File: src/include/cpu_defs.svh
`ifndef CPU_DEFS_SVH
`define CPU_DEFS_SVH

// Datapath sizes
`define WORD_BITS       16  // Data and instruction word
`define REG_ADDR_BITS   3   // Register index
`define NUM_REGS        8   // Registers in the bank

// Program memory
`define IMEM_ADDR_BITS  5   // Instruction word index
`define IMEM_DEPTH      32  // Instruction words

`define APB_ADDR_BITS   8   // Host byte address
`define APB_DATA_BITS   32  // Host data bus

`endif
File: src/hdl/cpu_ifs.sv
`timescale 1ns/10ps
`include "cpu_defs.svh"

// Control to register bank link
interface regfile_if;
  logic                       write_enable;  // Write e at rising edge
  logic [`REG_ADDR_BITS-1:0]  sel_e_sa;      // Write address and read port A
  logic [`REG_ADDR_BITS-1:0]  sel_sb;        // Read port B address
  logic [`WORD_BITS-1:0]      e;             // Write data
  logic [`WORD_BITS-1:0]      a;             // Operand A
  logic [`WORD_BITS-1:0]      b;             // Operand B

  modport control (output write_enable, sel_e_sa, sel_sb, e, input a, b);
  modport bank (input write_enable, sel_e_sa, sel_sb, e, output a, b);
endinterface


File: src/hdl/register_bank.sv
`timescale 1ns/10ps
`include "cpu_defs.svh"

module register_bank (
  input  logic                       clock,
  input  logic                       reset,      // Clears all registers
  regfile_if.bank                    rf,         // Operand and write-back port
  input  logic [`REG_ADDR_BITS-1:0]  peek_sel,   // Inspection index from host
  output logic [`WORD_BITS-1:0]      peek_data   // Inspection data to host
);

  logic [`WORD_BITS-1:0] regs [`NUM_REGS];  // Register storage

  // Write port shares its address with read port A
  always_ff @(posedge clock) begin
    if (reset) begin
      for (int i = 0; i < `NUM_REGS; i++) begin
        regs[i] <= '0;  // All words back to zero
      end
    end else if (rf.write_enable) begin
      regs[rf.sel_e_sa] <= rf.e;  // Visible to reads next cycle
    end
  end

  // Reads are asynchronous, old value during a write
  assign rf.a      = regs[rf.sel_e_sa];  // Operand A, also destination
  assign rf.b      = regs[rf.sel_sb];    // Operand B
  assign peek_data = regs[peek_sel];     // Host inspection, no side effect

  // Control must always drive a clean strobe once out of reset
  a_we_known: assert property (
    @(posedge clock) disable iff (reset)
    !$isunknown(rf.write_enable)
  ) else $error("register_bank: write_enable unknown");

endmodule

File: src/flat_wrapper.sv
// flat-port wrapper written by rule: the top's interface ports become plain ports
module register_bank_flat 
  (clock, reset, peek_sel, peek_data, rf_write_enable, rf_sel_e_sa, rf_sel_sb, rf_e, rf_a, rf_b);
  regfile_if rf_i ();
  input  logic clock;
  input  logic reset;
  input  logic [`REG_ADDR_BITS-1:0] peek_sel;
  output logic [`WORD_BITS-1:0] peek_data;
  input wire logic [$bits(rf_i.write_enable)-1:0] rf_write_enable;
  input wire logic [$bits(rf_i.sel_e_sa)-1:0] rf_sel_e_sa;
  input wire logic [$bits(rf_i.sel_sb)-1:0] rf_sel_sb;
  input wire logic [$bits(rf_i.e)-1:0] rf_e;
  output wire logic [$bits(rf_i.a)-1:0] rf_a;
  output wire logic [$bits(rf_i.b)-1:0] rf_b;
  assign rf_i.write_enable = rf_write_enable;
  assign rf_i.sel_e_sa = rf_sel_e_sa;
  assign rf_i.sel_sb = rf_sel_sb;
  assign rf_i.e = rf_e;
  assign rf_a = rf_i.a;
  assign rf_b = rf_i.b;
  register_bank u_core (.clock(clock), .reset(reset), .rf(rf_i), .peek_sel(peek_sel), .peek_data(peek_data));
endmodule
File: config.mk
export PLATFORM = sky130hd
export DESIGN_NAME = register_bank_flat
export DESIGN_NICKNAME = d
export VERILOG_FILES = /design/src/hdl/cpu_ifs.sv /design/src/hdl/register_bank.sv /design/src/flat_wrapper.sv
export VERILOG_INCLUDE_DIRS = /design/src /design/src/include
export SDC_FILE = /design/constraint.sdc
export NUM_CORES = 1
export LEC_CHECK = 0
export BUFFER_PORTS_ARGS = -buffer_cell sky130_fd_sc_hd__buf_2
export CORE_MARGIN = 5
export CORE_UTILIZATION = 43
export CTS_BUF_LIST = sky130_fd_sc_hd__clkbuf_4 sky130_fd_sc_hd__clkbuf_8
export DETAILED_ROUTE_END_ITERATION = 16
export GPL_TIMING_DRIVEN = 1
export PLACE_DENSITY = 0.65
export SYNTH_ARGS = -nofsm -noshare
export SYNTH_HDL_FRONTEND = slang
export SYNTH_SLANG_ARGS = --single-unit
File: constraint.sdc
create_clock -name clock -period 2.2 [get_ports clock]
set_input_delay 0.22 -clock clock [delete_from_list [all_inputs] [get_ports clock]]
set_output_delay 0.22 -clock clock [all_outputs]
set_load 0.03 [all_outputs]
Word level (Yosys, flattened, before mapping)
Memories as Yosys holds them, arrays and structs flattened.
Cells that the tools add are included.
{ "op_classes": {"addsub": 0, "multipliers": 0, "n_div": 0, "n_lt_le_gt_ge": 0, "n_eq_ne": 0, "shift": 0, "mux": 8, "bitwise": 0, "reduce_logical": 1} }
{ "ops": {"columns": ["op", "count"], "rows": [
  ["$mux 16", 1],
  ["$reduce_or 16->1", 1],
  ["$mux 1", 6],
  ["$mux 3", 1]
]} }
{ "totals": {"reg_bits": 0, "latchBits": 0, "ram_bits": 128, "romBits": 0, "input_bits": 28, "out_inout_bits": 48, "wordCells": 10, "mem_count": 1} }
{ "mem_list": {"columns": ["memory", "words", "width", "read_ports", "rd_ports_with_merged_regs", "wr", "line", "source"], "rows": [
  ["u_core.regs", 8, 16, 3, 0, 8, "register_bank.sv:12", "logic [`WORD_BITS-1:0] regs [`NUM_REGS];"]
]} }

Longest topological paths before layout
{ "depth": {"depth_word": 5, "mapped_depth": 6, "depth_no_buf": 3} }

Worst setup path before layout
Ideal clock, no wire load.
{ "synth_path": {"path_kind": "input port to flip-flop", "startpoint": "in rf_sel_e_sa[2]", "endpoint": "mem u_core.regs[0][0] (netlist bit) (enable)", "setup_ps": 334, "t_arrival_ps": 1339, "required_ps": 1866, "setup_slack_ps": 527, "stages": 4, "path_buffers": 1, "path_cell_list": "buf_2 > or3b_4 > nor3_4 > or2_2"} }
{ "synth_lines": {"columns": ["element", "line", "source"], "rows": [
  ["start: declaration", "flat_wrapper.sv:10", "input wire logic [$bits(rf_i.sel_e_sa)-1:0] rf_sel_e_sa;"],
  ["end: declaration", "register_bank.sv:12", null]
]} }

==> results_dict.tcl <==
set metrics [dict create \
    status "finished clean" \
    drive_gt1_share_pct 50.4 \
    tightestPinTransition_ps 620 \
    power_density_nw_per_um2 675 \
    viasPerCell 5.99 \
    firstDrtPassIters 5 \
    worstHoldPathCells 2 \
    post_cts_buffers 0 \
    path_clk_slew_ps 80 \
    synth.mux.area_fraction_pct 34.9 \
    ir_drop_mv 0.383 \
    drv_cap 0 \
    numPortBuffers 75 \
    overflow 0 \
    die_area_um2 20900 \
    synth_area_um2 7790 \
    hpwl_um 13500 \
    n_fill_cell 1503 \
    mappedNetlistNets 492 \
    gp_congestion 0.802 \
    start_kind "flop" \
    drt_iter0_markers 457 \
    netlist_instances 464 \
    timing.hold.ws_ps 140 \
    grt_pass1_wl_um 31600 \
    fin_crit_sh_pct 93.9 \
    critical_path_arrival_ps 1850 \
    antenna_found_initial 0 \
    hold_viol 0 \
    setup_viol 0 \
    yosysWarnings 0 \
    top_regs "u_core.regs (128)" \
    initial_utilization_pct 43.5 \
    cts-root-buf "clkbuf_8" \
    netlist-cell-type-count 24 \
    area_growth_pct 14.5 \
    critPathLaunch "u_core.regs[2][14]" \
    cts_made_buffers 17 \
    wl_um 21000 \
    p_switching_mw 1.72 \
    combPwrFrac_pct 21.0 \
    crit_required_ps 1980 \
    grt_max_degree 33 \
    seq_power_share_pct 49.1 \
    largest-register "u_core.regs" \
    postRouteAntennaNets 0 \
    cts-resized-gates 0 \
    finalSetupTns_ps 0 \
    largest_register_ffs 128 \
    max_freq_ghz 0.484 \
    p_int_mw 4.31 \
    wire_per_inst_um 26.5 \
    cts_htree_levels 4 \
    grt_setup_unrepaired "no" \
    cts_buffer_depth 2 \
    pwr-share-clk_pct 30.0 \
    track_usage_pct 21.0 \
    finalNetCount 580 \
    via_count 4756 \
    drc 0 \
    cp_max_fo 3 \
    grt_pass1_vias 5099 \
    drv_slew 0 \
    synth_fa_ha_area_share_pct 0 \
    num_rows 49 \
    final_cell_mix "and2_1 (128), edfxtp_1 (128), mux4_2 (84)" \
    synth_seq_cells 128 \
    slew_headroom_pct 58.7 \
    switching_share_pct 28.4 \
    worst-setup-path-type "reg -> out" \
    critPathCaptureType "primary output" \
    synth_top_family_by_area "multiplexers" \
    diodes 0 \
    synth-compound-area-share_pct 0.433 \
    cts_tree "done" \
    cellLeakagePower_nw 3.19 \
    die_w_um 145 \
    ios 76 \
    seq_area_frac_synth_pct 49.3 \
    cts_hold_buf 0 \
    yosys.area_share.simple_pct 12.4 \
    chipHeight_um 145 \
    worstHoldStart "rf_e[14]" \
    clock-sinks 128 \
    synth_xor_xnor_area_share_pct 0 \
    core-area_um2 17900 \
    min_path_type "in -> reg" \
    avgSynthCellArea_um2 16.8 \
    period_needed_ps 2070 \
]
critical path: stages (launching register included):
cell      delay (ps)
edfxtp_1         440
mux4_2           490
mux2_2           300
buf_2            190
layer usage:
layer	track usage, %	wire (um)	vias to the layer above
li1	-	-	2032
met1	25.7	7860	2496
met2	38.6	11700	194
met3	2.65	1130	34
met4	6.33	402	0
met5	0	0	-
cell families (layout without fill, tap and decap cells):
family,Yosys count,in the layout
AND/OR/NAND/NOR,151,151
multiplexers,144,144
flip-flops,128,128
buffers and inverters,37,138
AO/OA/AOI/OAI,4,4
power groups by stage:
| stage | Clock (mW) | Combinational [mW] | Sequential [mW] |
|---|---|---|---|
| global placement | 0 | 1.26 | 2.99 |
| floorplan | 0 | 0.911 | 2.95 |
| global route | 1.94 | 1.34 | 2.97 |
| finish | 1.81 | 1.26 | 2.96 |
| CTS | 1.83 | 1.28 | 2.95 |
| detailed placement | 0 | 1.27 | 3.01 |
layout make-up:
cell class	count	area [um2]	area share, %
Sequential cell	128	3840	43.1
Timing Repair Buffer	106	733	8.21
Tap cell	229	287	3.21
Multi-Input combinational cell	299	3720	41.6
Clock inverter	13	97.6	1.09
Clock buffer	19	249	2.79
cells in the mapped netlist (all sizes together):
master	number	area (um2)
or2	8	50.1
mux2i	1	10.0
or3b	1	11.3
nor2	7	51.3
buf	23	176
nand2	2	7.51
mux2	49	552
and2	128	801
nand3b	1	7.51
nor3	2	26.3
a2bb2oi	1	8.76
edfxtp	128	3840
mux4	94	2150
clkbuf	14	56.3
a21bo	1	10.0
nand2b	2	12.5
o211ai	2	15.0
final timing paths:
kind	end	slack [ps]
min	u_core.regs[7][14]	140
max	peek_data[14]	130
metrics by stage:
| step | setup slack (ps) | total power, mW | area [um2] | instances | utilization (%) |
|---|---|---|---|---|---|
| finish | 134 | 6.03 | 8930 | 794 | 49.9 |
| global route | 79.7 | 6.25 | 8930 | 794 | 49.9 |
| CTS | 125 | 6.06 | 8930 | 794 | 49.9 |
| detailed placement | 277 | 4.28 | 8580 | 762 | 47.9 |
| global placement | 318 | 4.25 | 8580 | 762 | 47.9 |
| floorplan | 527 | 3.86 | 7790 | 464 | - |
(Power assumes the default switching activity.)
