$ cat src/include/cpu_defs.svh
`ifndef CPU_DEFS_SVH
`define CPU_DEFS_SVH

// Datapath sizes
`define WORD_BITS       16  // Data and instruction word
`define REG_ADDR_BITS   3   // Register index
`define NUM_REGS        8   // Registers in the bank

// Program memory
`define IMEM_ADDR_BITS  5   // Instruction word index
`define IMEM_DEPTH      32  // Instruction words

`define APB_ADDR_BITS   8   // Host byte address
`define APB_DATA_BITS   32  // Host data bus

`endif
$ cat src/hdl/instr_store.sv
`timescale 1ns/10ps
`include "cpu_defs.svh"

module instr_store (
  input  logic                        clock,
  input  logic                        we,     // Host write strobe
  input  logic [`IMEM_ADDR_BITS-1:0]  waddr,  // Host word index
  input  logic [`WORD_BITS-1:0]       wdata,  // Instruction to store
  input  logic [`IMEM_ADDR_BITS-1:0]  raddr,  // Program counter
  output logic [`WORD_BITS-1:0]       rdata   // Instruction at pc
);

  logic [`WORD_BITS-1:0] mem [`IMEM_DEPTH];  // Program words, kept over reset

  // Host loads the program one word per APB write
  always_ff @(posedge clock) begin
    if (we) begin
      mem[waddr] <= wdata;
    end
  end

  assign rdata = mem[raddr];  // Asynchronous fetch path

endmodule

$ cat config.mk
export PLATFORM = sky130hd
export DESIGN_NAME = instr_store
export DESIGN_NICKNAME = d
export VERILOG_FILES = /design/src/hdl/instr_store.sv
export VERILOG_INCLUDE_DIRS = /design/src /design/src/include
export SDC_FILE = /design/constraint.sdc
export NUM_CORES = 1
export LEC_CHECK = 0
export BUFFER_PORTS_ARGS = -buffer_cell sky130_fd_sc_hd__buf_2
export CAP_MARGIN = 40
export CELL_PAD_IN_SITES_DETAIL_PLACEMENT = 0
export CELL_PAD_IN_SITES_GLOBAL_PLACEMENT = 2
export CORE_MARGIN = 2
export CORE_UTILIZATION = 43
export CTS_CLUSTER_SIZE = 14
export DETAILED_ROUTE_END_ITERATION = 10
export PLACE_DENSITY = 0.76
export REMOVE_ABC_BUFFERS = 1
export SYNTH_ARGS = -nofsm -noshare
export SYNTH_HDL_FRONTEND = slang
export SYNTH_SLANG_ARGS = --single-unit
$ cat constraint.sdc
create_clock -name clock -period 1.9 [get_ports clock]
set_input_delay 0.19 -clock clock [delete_from_list [all_inputs] [get_ports clock]]
set_output_delay 0.19 -clock clock [all_outputs]
set_load 0.05 [all_outputs]
Word level (Yosys, flattened, before mapping). Memories as Yosys holds them, arrays and structs flattened. Index checks and enable logic that the tools add are counted.

Mux-type cells: 2.

Operators with widths (count): 1-bit two-way mux (2).

Register bits: 0. Memory bits (writable): 512. Bits of input ports: 28. Output and inout port bits: 16. Logic and storage cells: 3. Memories: 1.

Memory list: mem (depth 32, width 16, read ports 1, clocked after Yosys merged registers in 0, wr ports 1, line instr_store.sv:13) `` logic [`WORD_BITS-1:0] mem [`IMEM_DEPTH]; ``.

Depth between registers and ports, before layout. Gate-level depths: netlist of run 1.

Depth after elaboration: 2. Mapped depth: 8. Depth with buffers taken out: 5.

Least setup slack after synthesis of run 1. No wires, ideal clock.

Path kind: input to register. Start point: in waddr[1]. End point: mem mem[12][0] (netlist bit), enable pin. Setup time: 0.388 ns. Arrival time: 1.542 ns. Data required time: 1.512 ns. Path slack: -0.030 ns. Cell stages on the path: 3. Path buffers: 1. Cells stage by stage: or3b_2 clkbuf_1 nor2_1.

RTL lines: from (decl) (line instr_store.sv:7) `` input logic [`IMEM_ADDR_BITS-1:0] waddr, ``; to (decl) (line instr_store.sv:13).

Straight into the memory's write port.

Final worst setup path of run 1.
Start point: mem mem[7][10] (netlist bit). End point: out rdata[10].

Cells in the longest elaborated chain, start to end: 1.

RTL lines: memory 32 x 16 bit; to (decl) (line instr_store.sv:10) `` output logic [`WORD_BITS-1:0] rdata ``.

No other way between the ends.

==> results of run 1 <==
metrics by stage:
stage                     instances  setup TNS (ns)
after floorplan                1060          -23.96
after global placement         1827           -2.26
after detailed placement       1827           -2.29
after CTS                      1910           -3.43
after global routing           1908           -4.35
final                          1908           -2.54
synth_stat cells, drive strengths merged:
cell type	n
mux2i	256
nand2	33
nand3	34
or2	1
or3	1
a22oi	64
nor2b	2
edfxtp	512
nand2b	2
and2	1
or3b	3
a31oi	16
nand4	16
nor3	16
nor2	34
nand3b	5
clkbuf	12
a21oi	32
buf	55
a22o	32
logic make-up after synthesis:
group	synth area share
buf+inv	0.0267
simple gates	0.0355
compound gates	0.0505
flops	0.761
mux	0.127
worst max path at each step:
stage / end / slack (ns) / cells after the start
2_1_floorplan: rdata[0] / -1.50 / 4
3_3_place_gp: rdata[7] / -0.19 / 9
3_5_place_dp: rdata[7] / -0.19 / 9
4_1_cts: rdata[15] / -0.27 / 7
5_1_grt: rdata[15] / -0.32 / 7
6_report: rdata[10] / -0.20 / 7
placed cells by master (no fill, tap or decap):
| master | n |
|---|---|
| edfxtp_1 | 512 |
| mux2i_1 | 256 |
| a22oi_1 | 64 |
| buf_12 | 58 |
| clkbuf_16 | 53 |
| buf_4 | 48 |
| nand2_1 | 33 |
| a21oi_1 | 32 |
| a22o_1 | 32 |
| nor2_2 | 26 |
| buf_2 | 26 |
| nand3_1 | 18 |
| nand4_1 | 16 |
| clkinv_1 | 13 |
| clkinv_2 | 10 |
| clkbuf_1 | 10 |
| a31oi_4 | 9 |
| nand3_2 | 9 |
| nor3_2 | 9 |
| buf_8 | 9 |
| nand3_4 | 7 |
| nor2_1 | 7 |
| buf_6 | 7 |
| a31oi_1 | 6 |
| nor3_4 | 5 |
| nand3b_1 | 5 |
| bufinv_16 | 4 |
| or3b_2 | 3 |
| nor2b_4 | 2 |
| nand2b_1 | 2 |
| nor3_1 | 2 |
| inv_6 | 2 |
| nor2_4 | 1 |
| and2_2 | 1 |
| or2_1 | 1 |
| a31oi_2 | 1 |
| or3_1 | 1 |
| clkinvlp_4 | 1 |
report_power, final:
part,switching (mW),internal (mW)
Sequential,0.0282,12.6
Combinational,1.07,0.689
Clock,4.08,5.62
Total,5.17,18.9
per-layer routing:
metal / share of wire / routed length (um) / track usage / vias to the layer above
li1: - / - / - / 4780
met1: 0.46 / 21300 / 0.273 / 5469
met2: 0.48 / 22100 / 0.302 / 242
met3: 0.044 / 2050 / 0.0316 / 71
met4: 0.021 / 983 / 0.0517 / 0
met5: 0 / 0 / 0 / -
timing repair:
| item | 4_1_cts | 5_1_grt |
|---|---|---|
| resized for setup | 93 | 5 |
| hold endpoints to repair | 0 | 0 |
| endpoints found under the setup margin | 16 | 16 |
| pin swaps | 31 | 21 |
area by class of cell:
class	count	area [um2]	share of cell area
Clock buffer	63	1360	0.0560
Sequential cell	512	15400	0.631
Clock inverter	30	244	0.0100
Tap cell	607	759	0.0312
Timing Repair Buffer	148	1870	0.0766
Multi-Input combinational cell	548	4760	0.195
==> flow_summary.yaml, run 1 <==
detailed_routing:
  drc: 0
  initialDrtViolationCount: 744
  dr.pass1.iters: 4
  wirelength_um: 46400
  viasPerCell: 5.54
  vias: 10600
  avgRoutedWirePerCell_um: 24.3
  ant_nets: 0
setup_path:
  cp-startpoint: "mem[7][10]"
  path_class: "reg2out"
  path_buf_inv: 2
  critical_path.top_delay_family: "compound AO/OA/AOI/OAI gates"
  end_kind: "primary output"
  cp.arrival_ns: 1.91
  worst_ep_required_time_ns: 1.71
  cp-start-kind: "flop"
  slowest_delay_ns: 0.36
  slowest_stage: "edfxtp_1"
  crit_fanout: 1
  path_cells: "mux2i_1, a22o_1, nor3_2, a31oi_1, buf_4, nand3_4, buf_12"
final_layout:
  antenna_cells: 0
  fin_area_um2: 24400
  area_growth_pct: 20.5
  drive_above_1_share: 0.224
  final_util: 0.524
  nFillCells: 3742
  largestRegisters: "mem (512)"
  regMostFlops: "mem"
  largest_reg_flops: 512
  finalNetCount: 1290
power_and_ir_drop:
  ir_worst_vdd_mv: 0.696
  pwr_density_cell_nw_per_um2: 987
  power_leakage_nw: 8.50
  total_power_mw: 24.0
die:
  die-area_um2: 48800
  io_pins: 44
  rows: 79
  core_area_um2: 46500
  start_util: 0.435
  die_w_um: 221
  die_h_um: 221
global_route:
  grt_max_degree: 33
  grt_pass1_vias: 10700
  grt_usage: 0.190
  grt.overflow.total: 0
  grt_first_pass_wirelength_um: 69100
  antenna_found_initial: 0
sta:
  report.final.slew_viol_count: 0
  worst_pin_slew_ns: 0.615
  setup_ws_ns: -0.202
  report.final.hold_viol_count: 0
  hold_ws_ns: 0.118
  finalSetupViolations: 16
  rsz0062_at_grt: "true"
  relSlewSlack: 0.590
  fin_crit_sh: 1.11
  min_period_ns: 2.10
  fmax_ghz: 0.476
yosys:
  synthCells: 1127
  synthTopCellsByArea: "edfxtp_1, mux2i_1, a22oi_1"
  yosys_register_bits: 512
  yosysTopAreaCellShare: 0.761
  synth.avg_cell_area_um2: 17.9
  netlist-cell-type-count: 25
  yosysTopAreaCell: "edfxtp_1"
  syn_area_um2: 20200
  synth-seq-area-share: 0.761
  ys.warnings.count: 0
job:
  drv_cap: 0
min_path:
  hold_depth: 1
  hold_path_class: "in2reg"
  holdPathEnd: "mem[24][4]"
  hp-start: "wdata[4]"
run_status:
  status: "complete, but fails checks"
  failed_checks: "setup timing"
placed_design:
  port_buffers: 43
  dp_hpwl_um: 27100
  gp_congestion: 0.744
  place_area_um2: 22400
  pre_cts_slack_ns: -0.186
clocking:
  cts_root_buffer: "clkbuf_16"
  clkTransAtPathRegs_ns: 0.06
  hold_buffers: 0
  clock-sinks: 512
  cts_max_path_buffers: 3
  postCtsSetupRepairBufs: 0
  cts_tree: "built"
  h-tree-depth: 2
  cts-buffers-inserted: 52
Note: power is estimated with default switching activity, not from simulation.
==> inputs of run 2 (changes only) <==
- ABC_AREA: unset -> 1
- CORE_UTILIZATION: 43 -> 39
==> flow_summary.yaml, run 2 <==
final_layout:
  fin_area_um2: 25000
  area_growth_pct: 19.3
  largestRegisters: "mem (512)"
  largest_reg_flops: 512
  nFillCells: 4802
  layout_commonest_cell: "nand2_1"
  most-common-layout-cells: "nand2_1, edfxtp_1, nand3_1"
  regMostFlops: "mem"
  finalNetCount: 1909
  antenna_cells: 0
  drive_above_1_share: 0.204
  fin_cells: 2613
sta:
  min_period_ns: 1.95
  setup_tns_ns: -0.447
  setup_ws_ns: -0.0455
  fmax_ghz: 0.514
  finalSetupViolations: 16
  rsz0062_at_grt: "true"
  report.final.hold_viol_count: 0
  fin_crit_sh: 1.02
  relSlewSlack: 0.520
  worst_pin_slew_ns: 0.720
  report.final.slew_viol_count: 0
die:
  core_area_um2: 53500
  io_pins: 44
  die_h_um: 236
  start_util: 0.392
  die-area_um2: 55700
  rows: 85
  die_w_um: 236
power_and_ir_drop:
  pwr_density_cell_nw_per_um2: 960
  combPwrFrac: 0.088
  swShare: 0.232
  power_leakage_nw: 9.20
  p_int_mw: 18.4
  power_frac_seq: 0.524
  switching_power_mw: 5.58
  pwr-share-clk: 0.388
  ir_worst_vdd_mv: 0.628
detailed_routing:
  ant_nets: 0
  avgRoutedWirePerCell_um: 21.7
  initialDrtViolationCount: 1107
  viasPerCell: 5.12
  dr.pass1.iters: 7
  wirelength_um: 56800
  drc: 0
  vias: 13400
yosys:
  netlist-cell-type-count: 14
  yosysTopAreaCellShare: 0.733
  synthFlopType: "edfxtp_1"
  synth_edf_count: 512
  synth_most_common_cell: "nand2_1"
  async_flop_share: 0
  syn_area_um2: 21000
  ys.warnings.count: 0
  synth.avg_cell_area_um2: 11.8
  synthTopCellsByArea: "edfxtp_1, nand2_1, nand3_1"
  synth-seq-area-share: 0.733
  yosys_register_bits: 512
  synthCells: 1778
  ys_top_cells_by_count: "nand2_1, edfxtp_1, nand3_1, buf_2, nor2_1"
  yosysTopAreaCell: "edfxtp_1"
placed_design:
  place_area_um2: 22800
  dp.cells: 2523
  gp_congestion: 0.815
  port_buffers: 43
  dp_hpwl_um: 33500
global_route:
  grt.overflow.total: 0
  grt_usage: 0.205
  grt_max_degree: 58
  grt_first_pass_wirelength_um: 84000
  antenna_found_initial: 0
  grt_pass1_vias: 12900
setup_path:
  end_kind: "primary output"
  path_class: "reg2out"
  cp.arrival_ns: 1.76
  cp-start-kind: "flop"
  path_buf_inv: 1
  slowest_stage: "edfxtp_1"
  slowest_delay_ns: 0.35
  path_cells: "nand2_1, nand3_1, nand3_1, nand2_2, nand2_4, nand2_4, nand2_1, nand2_2, buf_8"
  worst_ep_required_time_ns: 1.71
  cp-startpoint: "mem[31][8]"
  critical_path.top_delay_family: "simple AND/OR/NAND/NOR gates"
  critical_path_cell_count: 9
  setup.worst_path.end: "rdata[8]"
  crit_fanout: 1
clocking:
  cts-buffers-inserted: 52
  cts_root_buffer: "clkbuf_16"
  clock-sinks: 512
  cts_max_path_buffers: 3
  h-tree-depth: 2
  clkTransAtPathRegs_ns: 0.06
  cts_tree: "built"
min_path:
  hold_path_class: "in2reg"
job:
  drv_cap: 0
run_status:
  status: "complete, but fails checks"
  failed_checks: "setup timing"
run 2: routing by layer:
layer  vias up  share of wire  global-route usage
li1       6403              -                   -
met1      6590           0.45               0.279
met4         0          0.027              0.0581
met2       295           0.48               0.342
met5         -              0                   0
met3        82          0.046              0.0318
run 2: power by group through the flow:
stage                     registers, mW  logic (mW)  clock network (mW)
final                              12.6        2.11                9.32
after global routing               12.6        2.28                9.93
after CTS                          12.6        2.05                9.51
after detailed placement           12.8        1.87                   0
after global placement             12.8        1.87                   0
after floorplan                    12.8       0.820                   0
run 2: cell type report:
| type | count | area, um2 | share of cell area |
|---|---|---|---|
| well taps | 696 | 871 | 0.0348 |
| flip-flops and latches | 512 | 15400 | 0.614 |
| multi-input cells | 1148 | 5420 | 0.217 |
| clock inverters | 26 | 153 | 0.00610 |
| repair buffers | 157 | 1800 | 0.0719 |
| clock buffers | 64 | 1370 | 0.0546 |
| inverters | 10 | 47.5 | 0.00190 |
run 2: how the worst min path moves through the flow:
stage                  start          end  slack (ns)  cells past startpoint
floorplan           wdata[0]    mem[0][0]        0.29                      0
global placement          we  mem[26][12]        0.77                      3
detailed placement  wdata[2]   mem[16][2]        0.78                      1
CTS                 wdata[2]    mem[9][2]        0.14                      1
global route        wdata[3]   mem[13][3]        0.18                      1
finish              wdata[2]   mem[23][2]        0.17                      1
run 2: repair_timing:
| action | 4_1_cts | 5_1_grt |
|---|---|---|
| hold buffers | 0 | 0 |
| buffers inserted | 0 | 0 |
| pin swaps | 65 | 72 |
| endpoints found under the hold margin | 0 | 0 |
| setup endpoints to repair | 16 | 16 |
| gates resized for setup | 129 | 73 |
run 2: metrics by stage:
step	hold slack (ns)	utilization	total power [mW]	setup slack, ns
final	0.168	0.468	24.0	-0.0455
after global placement	0.768	0.426	14.7	-0.0731
after CTS	0.141	0.462	24.2	-0.111
after floorplan	0.289	-	13.7	-1.10
after detailed placement	0.778	0.426	14.7	-0.105
after global routing	0.177	0.468	24.8	-0.172
run 2: logic make-up (layout without fill, tap and decap cells):
kind of cell / Yosys count / in the layout / synth area share
flip-flops: 512 / 512 / 0.733
AND/OR/NAND/NOR: 1148 / 1148 / 0.229
buffers and inverters: 118 / 257 / 0.0382
