$ cat config.mk
export PLATFORM = sky130hd
export DESIGN_NAME = control_unit_flat
export DESIGN_NICKNAME = d
export VERILOG_FILES = /design/src/hdl/bus_pkg.sv /design/src/hdl/cpu_pkg.sv /design/src/hdl/cpu_ifs.sv /design/src/hdl/control_unit.sv /design/src/flat_wrapper.sv
export VERILOG_INCLUDE_DIRS = /design/src /design/src/include
export SDC_FILE = /design/constraint.sdc
export NUM_CORES = 1
export LEC_CHECK = 0
export BUFFER_PORTS_ARGS = -buffer_cell sky130_fd_sc_hd__clkbuf_2
export CORE_UTILIZATION = 37
export CTS_CLUSTER_DIAMETER = 80
export DETAILED_ROUTE_END_ITERATION = 10
export PLACE_DENSITY = 0.93
export SLEW_MARGIN = 20
export SYNTH_ARGS = -nofsm -noshare
export SYNTH_HDL_FRONTEND = slang
export SYNTH_SLANG_ARGS = --single-unit
$ cat constraint.sdc
create_clock -name clock -period 3 [get_ports clock]
set_clock_uncertainty 0.05 [all_clocks]
set_input_delay 0 -clock clock [delete_from_list [all_inputs] [get_ports clock]]
set_output_delay 0 -clock clock [all_outputs]
set_load 0.01 [all_outputs]
$ cat src/include/cpu_defs.svh
`ifndef CPU_DEFS_SVH
`define CPU_DEFS_SVH

// Datapath sizes
`define WORD_BITS       16  // Data and instruction word
`define REG_ADDR_BITS   3   // Register index
`define NUM_REGS        8   // Registers in the bank

// Program memory
`define IMEM_ADDR_BITS  5   // Instruction word index
`define IMEM_DEPTH      32  // Instruction words

`define APB_ADDR_BITS   8   // Host byte address
`define APB_DATA_BITS   32  // Host data bus

`endif
$ cat src/hdl/bus_pkg.sv
package bus_pkg;

  // Decoded host address space
  typedef enum logic [1:0] {
    IMEM = 2'd0,  // 0x00..0x7C, word index in paddr[6:2]
    CTRL = 2'd1,  // 0x80, start on write, status on read
    REGS = 2'd2,  // 0xA0..0xBC, register index in paddr[4:2]
    NONE = 2'd3   // Anything else
  } region_e;

  // Status word seen at CTRL
  typedef struct packed {
    logic done;  // Bit 1, held until next start
    logic busy;  // Bit 0, program running
  } status_t;

endpackage

$ cat src/hdl/cpu_pkg.sv
`include "cpu_defs.svh"

package cpu_pkg;

  // Operation codes, unlisted values behave as NOP
  typedef enum logic [3:0] {
    NOP  = 4'd0,
    ADD  = 4'd1,  // dst = a + b
    SUB  = 4'd2,  // dst = a - b
    AND  = 4'd3,
    OR   = 4'd4,
    XOR  = 4'd5,
    MOV  = 4'd6,  // dst = b
    LDI  = 4'd7,  // dst = zero-extended imm
    SHL  = 4'd8,  // dst = a << 1
    HALT = 4'd15  // Stop and raise done
  } opcode_e;

  // Two-address instruction word
  typedef struct packed {
    opcode_e                    opcode;  // Bits 15..12
    logic [`REG_ADDR_BITS-1:0]  dst;     // Bits 11..9, also operand A
    logic [`REG_ADDR_BITS-1:0]  srcb;    // Bits 8..6
    logic [5:0]                 imm;     // Bits 5..0
  } instr_t;

  // Sequencer states
  typedef enum logic [1:0] {
    IDLE  = 2'd0,  // Waiting for start
    FETCH = 2'd1,  // Latch instruction
    EXEC  = 2'd2   // Decode, compute, write back
  } ctrl_state_e;

endpackage

$ cat src/hdl/cpu_ifs.sv
`timescale 1ns/10ps
`include "cpu_defs.svh"

// Control to register bank link
interface regfile_if;
  logic                       write_enable;  // Write e at rising edge
  logic [`REG_ADDR_BITS-1:0]  sel_e_sa;      // Write address and read port A
  logic [`REG_ADDR_BITS-1:0]  sel_sb;        // Read port B address
  logic [`WORD_BITS-1:0]      e;             // Write data
  logic [`WORD_BITS-1:0]      a;             // Operand A
  logic [`WORD_BITS-1:0]      b;             // Operand B

  modport control (output write_enable, sel_e_sa, sel_sb, e, input a, b);
  modport bank (input write_enable, sel_e_sa, sel_sb, e, output a, b);
endinterface

// Control to ALU link, purely combinational
interface alu_if;
  cpu_pkg::opcode_e       op;      // Operation select
  logic [`WORD_BITS-1:0]  a;       // Operand A
  logic [`WORD_BITS-1:0]  b;       // Operand B
  logic [5:0]             imm;     // Immediate for LDI
  logic [`WORD_BITS-1:0]  result;

  modport control (output op, a, b, imm, input result);
  modport unit (input op, a, b, imm, output result);
endinterface

$ cat src/hdl/control_unit.sv
`timescale 1ns/10ps
`include "cpu_defs.svh"

module control_unit (
  input  logic                        clock,
  input  logic                        reset,
  input  logic                        start,   // One-cycle pulse from host
  output bus_pkg::status_t            status,  // busy and done
  output logic [`IMEM_ADDR_BITS-1:0]  pc,      // Fetch address
  input  logic [`WORD_BITS-1:0]       instr,   // Word at pc
  regfile_if.control                  rf,      // Register bank access
  alu_if.control                      au       // Operation unit
);

  cpu_pkg::ctrl_state_e state;  // Sequencer state
  cpu_pkg::instr_t      ir;     // Instruction being executed
  logic                 done;   // Program finished, sticky
  logic                 is_data_op;
  logic                 last_step;

  // Only these opcodes write back a result
  assign is_data_op = ir.opcode inside {cpu_pkg::ADD, cpu_pkg::SUB, cpu_pkg::AND,
                                        cpu_pkg::OR, cpu_pkg::XOR, cpu_pkg::MOV,
                                        cpu_pkg::LDI, cpu_pkg::SHL};

  // HALT, or the final memory word, ends the run
  assign last_step = (ir.opcode == cpu_pkg::HALT) || (pc == `IMEM_ADDR_BITS'(`IMEM_DEPTH - 1));

  // Sequencer, two cycles per instruction
  always_ff @(posedge clock) begin
    if (reset) begin
      state <= cpu_pkg::IDLE;
      pc    <= '0;
      done  <= 1'b0;
    end else begin
      unique case (state)
        cpu_pkg::IDLE: begin
          if (start) begin         // Start while running never reaches here
            state <= cpu_pkg::FETCH;
            pc    <= '0;           // Always run from word 0
            done  <= 1'b0;
          end
        end
        cpu_pkg::FETCH: begin
          state <= cpu_pkg::EXEC;
        end
        cpu_pkg::EXEC: begin
          if (last_step) begin
            state <= cpu_pkg::IDLE;  // busy drops with done rising
            done  <= 1'b1;
          end else begin
            state <= cpu_pkg::FETCH;
            pc    <= pc + 1'b1;
          end
        end
        default: state <= cpu_pkg::IDLE;
      endcase
    end
  end

  // Instruction register, payload only
  always_ff @(posedge clock) begin
    if (state == cpu_pkg::FETCH) begin
      ir <= cpu_pkg::instr_t'(instr);
    end
  end

  assign status.busy = (state != cpu_pkg::IDLE);  // High from FETCH until stop
  assign status.done = done;

  // Decode of the held instruction
  assign rf.sel_e_sa     = ir.dst;   // Destination is also operand A
  assign rf.sel_sb       = ir.srcb;
  assign rf.e            = au.result;
  assign rf.write_enable = (state == cpu_pkg::EXEC) && is_data_op;

  assign au.op  = ir.opcode;
  assign au.a   = rf.a;
  assign au.b   = rf.b;
  assign au.imm = ir.imm;

  // A register write lands in the cycle right after its fetch
  a_we_in_exec: assert property (
    @(posedge clock) disable iff (reset)
    rf.write_enable |-> $past(state == cpu_pkg::FETCH)
  ) else $error("control_unit: write not preceded by FETCH");

endmodule

$ cat src/flat_wrapper.sv
// flat-port wrapper written by rule: the top's interface ports become plain ports
module control_unit_flat 
  (clock, reset, start, status, pc, instr, rf_write_enable, rf_sel_e_sa, rf_sel_sb, rf_e, rf_a, rf_b, au_op, au_a, au_b, au_imm, au_result);
  regfile_if rf_i ();
  alu_if au_i ();
  input  logic clock;
  input  logic reset;
  input  logic start;
  output bus_pkg::status_t status;
  output logic [`IMEM_ADDR_BITS-1:0] pc;
  input  logic [`WORD_BITS-1:0] instr;
  output wire logic [$bits(rf_i.write_enable)-1:0] rf_write_enable;
  output wire logic [$bits(rf_i.sel_e_sa)-1:0] rf_sel_e_sa;
  output wire logic [$bits(rf_i.sel_sb)-1:0] rf_sel_sb;
  output wire logic [$bits(rf_i.e)-1:0] rf_e;
  input wire logic [$bits(rf_i.a)-1:0] rf_a;
  input wire logic [$bits(rf_i.b)-1:0] rf_b;
  output wire logic [$bits(au_i.op)-1:0] au_op;
  output wire logic [$bits(au_i.a)-1:0] au_a;
  output wire logic [$bits(au_i.b)-1:0] au_b;
  output wire logic [$bits(au_i.imm)-1:0] au_imm;
  input wire logic [$bits(au_i.result)-1:0] au_result;
  assign rf_write_enable = rf_i.write_enable;
  assign rf_sel_e_sa = rf_i.sel_e_sa;
  assign rf_sel_sb = rf_i.sel_sb;
  assign rf_e = rf_i.e;
  assign rf_i.a = rf_a;
  assign rf_i.b = rf_b;
  assign au_op = au_i.op;
  assign au_a = au_i.a;
  assign au_b = au_i.b;
  assign au_imm = au_i.imm;
  assign au_i.result = au_result;
  control_unit u_core (.clock(clock), .reset(reset), .start(start), .status(status), .pc(pc), .instr(instr), .rf(rf_i), .au(au_i));
endmodule
* Yosys cells after proc, flatten, opt, wreduce, memory -nomap -nowiden
Index checks and enable logic that the tools add are counted.
** Storage, ports and cells
- Memories kept :: 0
- Output and inout bits :: 72
- Memory bits (writable) :: 0
- Register bits :: 24
- Latch bits :: 0
- Memory bits (read-only) :: 0
** Cells by class
- Bitwise gates (word level) :: 0
- Add/sub/neg operators :: 1
- Order comparisons :: 0
- Div/mod/pow operators :: 0
- Eq/ne operators :: 15
- Reductions and logical operators :: 8
- Shift-type cells :: 0
- Multiplexer cells :: 9
- $mul :: 0
** Operators with widths (number)
- $eq A4 B3 Y1 const B :: 4
- $mux W5 :: 2
- $pmux W5 S2 :: 1
- $eq A4 B2 Y1 const B :: 2
- $eq A4 B4 Y1 const B :: 2
- $reduce_bool A8 Y1 :: 1
- $pmux W2 S3 :: 1
- $reduce_and A3 Y1 :: 2
- $add A5 B1 Y5 const B :: 1
- $eq A5 B5 Y1 const B :: 1
- $eq A4 B1 Y1 const B :: 1
- $ne A2 B2 Y1 const B :: 2
- $reduce_bool A2 Y1 :: 2
- $mux W1 :: 3
- $eq A2 B1 Y1 const B :: 1
- $eq A2 B2 Y1 const B :: 1
- $logic_not A2 Y1 :: 1
- $mux W2 :: 1
- $ne A2 B1 Y1 const B :: 1
- $pmux W1 S2 :: 1
- $logic_and A1 B1 Y1 :: 1
- $logic_or A1 B1 Y1 :: 1

* Longest topological paths before layout
- Depth in word-level cells :: 4
- Depth in mapped cells :: 6

* Least setup slack after synthesis
Ideal clock, no wire load.
- Path kind :: reg-to-reg
- From :: reg u_core.pc[0]
- To :: reg u_core.pc[3]
- Data required time :: 2876 ps
- Buffers on the path :: 0
- Data arrival time :: 1796 ps
- Library setup time :: 74 ps
- Period minus slack after synthesis :: 1920 ps
- Stages on the path, launching flop included :: 7
- Path slack :: 1080 ps
- Cells stage by stage :: dfxtp_1 -> ha_1 -> and3_1 -> ha_1 -> a41o_1 -> or4_1 -> a31oi_1
** Between the ends
- Longest elaborated chain between the ends :: 4
- Elaborated cells on any way between the ends :: 7
** RTL lines
- from (decl) :: line control_unit.sv:9 : output logic [`IMEM_ADDR_BITS-1:0] pc,
- from (signal assigned) :: line control_unit.sv:53 : pc <= pc + 1'b1;
- parallel branches: the longest is 4 deep, another holds $add A5 B1 Y5
Several ways; the timed one is not identified. The select of a mux whose other input is x is not followed.
A chain may end at the register's enable or synchronous reset.

* Final worst setup path
- From :: reg u_core.pc[0]
- To :: reg u_core.done
** Between the ends
- Longest elaborated chain between the ends :: 4
** RTL lines
- $eq A5 B5 Y1 :: line control_unit.sv:27 : assign last_step = (ir.opcode == cpu_pkg::HALT) || (pc == `IMEM_ADDR_BITS'(`IMEM_DEPTH - 1));
- $logic_or A1 B1 Y1 :: line control_unit.sv:27
- $ne A2 B1 Y1 (no line)
- $reduce_and A3 Y1 (no line)
- to (signal assigned) :: line control_unit.sv:34 : done <= 1'b0;
- to (signal assigned) :: line control_unit.sv:41 : done <= 1'b0;
- to (signal assigned) :: line control_unit.sv:50 : done <= 1'b1;
- to (decl) :: line control_unit.sv:17 : logic done;
Every way passes these cells.

==> metrics.txt <==
IO Pins=139; Top FF cell, synth=edfxtp_1; post-cts gate resize count=0; Max clock buf depth=2; Max VDD drop=0.000185 V; global-route wire length before repair=4030 um; clock slew at reported path FFs=0.13 ns; status=completed; width of the die=60.9 um; Hold Slack=0.151 ns; Yosys warning total=0; most common cell after layout, fill and taps aside=dlygate4sd3_1; via-per-instance ratio=4.69; Synth async-reset ratio=0; initial core utilization=0.384; Final Hold Viols=0; number of synthesized flops with an enable pin=16; area of the multi-input gates=248 um^2; Total GRT Usage=0.150; Ant. Diodes=0; antenna viol nets, final=0; TritonCTS Buffers=3; critical path fanouts, max=8; Syn-to-layout area delta=44.6%; Crit path required time=3.16 ns; H-tree depth=1; gr ovfl total=0; GPL Wtd Cong=0.659; Avg Cell Area, Syn=11.2 um^2; Seq cells post-synth=24; startpoint types=flip-flop; fin crit share=0.718; slowest stage cell on the critical path=dlygate4sd3_1; CP Buf/Inv Count=1; Row Count=21; setup TNS=0 ns; Skew-Pair Late Insertion Delay=0.30 ns; fraction of layout cells with a size suffix above 1=0.269; IO Port Bufs=42; worst-margin pin slew=0.489 ns; first-iteration detailed-routing DRC count=42; leading cell types in the layout, fill and taps excluded=dlygate4sd3_1 (66), clkbuf_2 (42), edfxtp_1 (16), dfxtp_1 (8); fin util=0.556; Yosys cell types=28; post-CTS repair timing setup buffer count=0; Setup violations, final=0; Tot Pwr=665 uW; CP delay by family, top=buffers and inverters; DP Area=0.00117 mm^2; Chip Height=60.9 um; max_cap viols=0; WL/cell=13.2 um; Synth Instances=115; WS Path Type=flip-flop to flip-flop; minimum clock period=2.15 ns; critical path data arrival time=2.31 ns; Slew headroom=0.673; DIE AREA=0.00371 mm^2; Post-Syn Area=0.00128 mm^2; Setup crit end kind=flip-flop; initial antenna violation count=0; DR pass1 iterations=4; Post-Layout Inst Area=0.00185 mm^2; Clock Tree Root=clkbuf_4; maximum clock rate=465 MHz; vias in the first global route=904; hold buffers post-CTS=66; Leak=0.000781 uW; largest net degree at the start of global routing=18; Crit path top cell by count=ha_1; crit path cell chain=ha_1 -> and3_1 -> ha_1 -> a41o_1 -> nand2_1 -> a21oi_1 -> dlygate4sd3_1; Hold Path Class=primary input to flip-flop; largest stage delay on the critical path=0.55 ns; Reg area=641 um^2; routed vias=1037; Seq/Total Area, Yosys=0.500; Nets=245; core area=0.00334 mm^2; fillers=294; RSZ-0062 raised after global routing=no; CTS tree=built; count of pins over their slew limit=0; total wire length=2930 um; DRC errors left=0; Mapped Nets=184; PwrDens=359 mW/mm^2; clock sink total=24
path summary, 6_finish.rpt:
kind,startpoint,endpoint,slack (ns),cells past startpoint
worst max-delay path,u_core.pc[0],u_core.done,0.85,7
worst min-delay path,start,u_core.state[0],0.15,3
worst max register to register,u_core.pc[0],u_core.done,0.85,7
worst min register to register,u_core.pc[4],u_core.pc[4],0.49,2
area by class of cell:
class                   instances  area share
flip-flops and latches         24       0.345
repair buffers                109       0.474
well taps                      46      0.0310
clock buffers                   3      0.0121
clock inverters                 1     0.00202
inverters                       1     0.00202
multi-input cells              37       0.134
flip-flops by register name, indices dropped and copies added, names as in the netlist:
signal,count
u_core.pc,5
u_core.state,2
u_core.au.op,4
u_core.rf.sel_e_sa,3
u_core.done,1
u_core.rf.sel_sb,3
u_core.au.imm,6
worst min-delay path: cells and delay by family:
family / cells / cell delay [ns]
compound gates: 1 / 0.10
buf+inv: 1 / 0.09
simple gates: 1 / 0.27
per-stage QoR:
| step | instances | setup WS (ns) |
|---|---|---|
| floorplan | 115 | 1.08 |
| CTS | 221 | 0.868 |
| finish | 221 | 0.847 |
| global route | 221 | 0.772 |
| detailed placement | 151 | 0.998 |
| global placement | 151 | 1.07 |
metal layers:
metal,wire length [um],track usage,share of wire
met5,0,0,0
met3,244,0.0235,0.083
met1,1010,0.168,0.34
met4,49,0.0455,0.017
met2,1620,0.289,0.55
synth_stat cells (all sizes together) (2+ instances only):
library cell,n,area (um^2)
nor2b,3,18.8
a21oi,5,25.0
clkbuf,2,7.51
o211ai,5,37.5
a31oi,2,12.5
edfxtp,16,480
nand3,4,20.0
ha,2,25.0
nand2,2,7.51
buf,51,383
dfxtp,8,160
logic make-up after synthesis:
logic type               after synthesis  share of synthesized area
buffers and inverters                 54                      0.307
flip-flops                            24                      0.500
AND/OR/NAND/NOR                       19                     0.0878
AO/OA/AOI/OAI                         15                     0.0790
adder cells (fa/ha/maj)                2                     0.0195
XOR/XNOR                               1                    0.00683
where the power goes:
| group | leakage (uW) | switching, uW | total [uW] | internal, uW |
|---|---|---|---|---|
| logic | 0.000552 | 63.4 | 144 | 81.1 |
| clock network | 0.0000154 | 93.1 | 142 | 48.5 |
| registers | 0.000213 | 9.31 | 379 | 370 |
(Power assumes the default switching activity.)
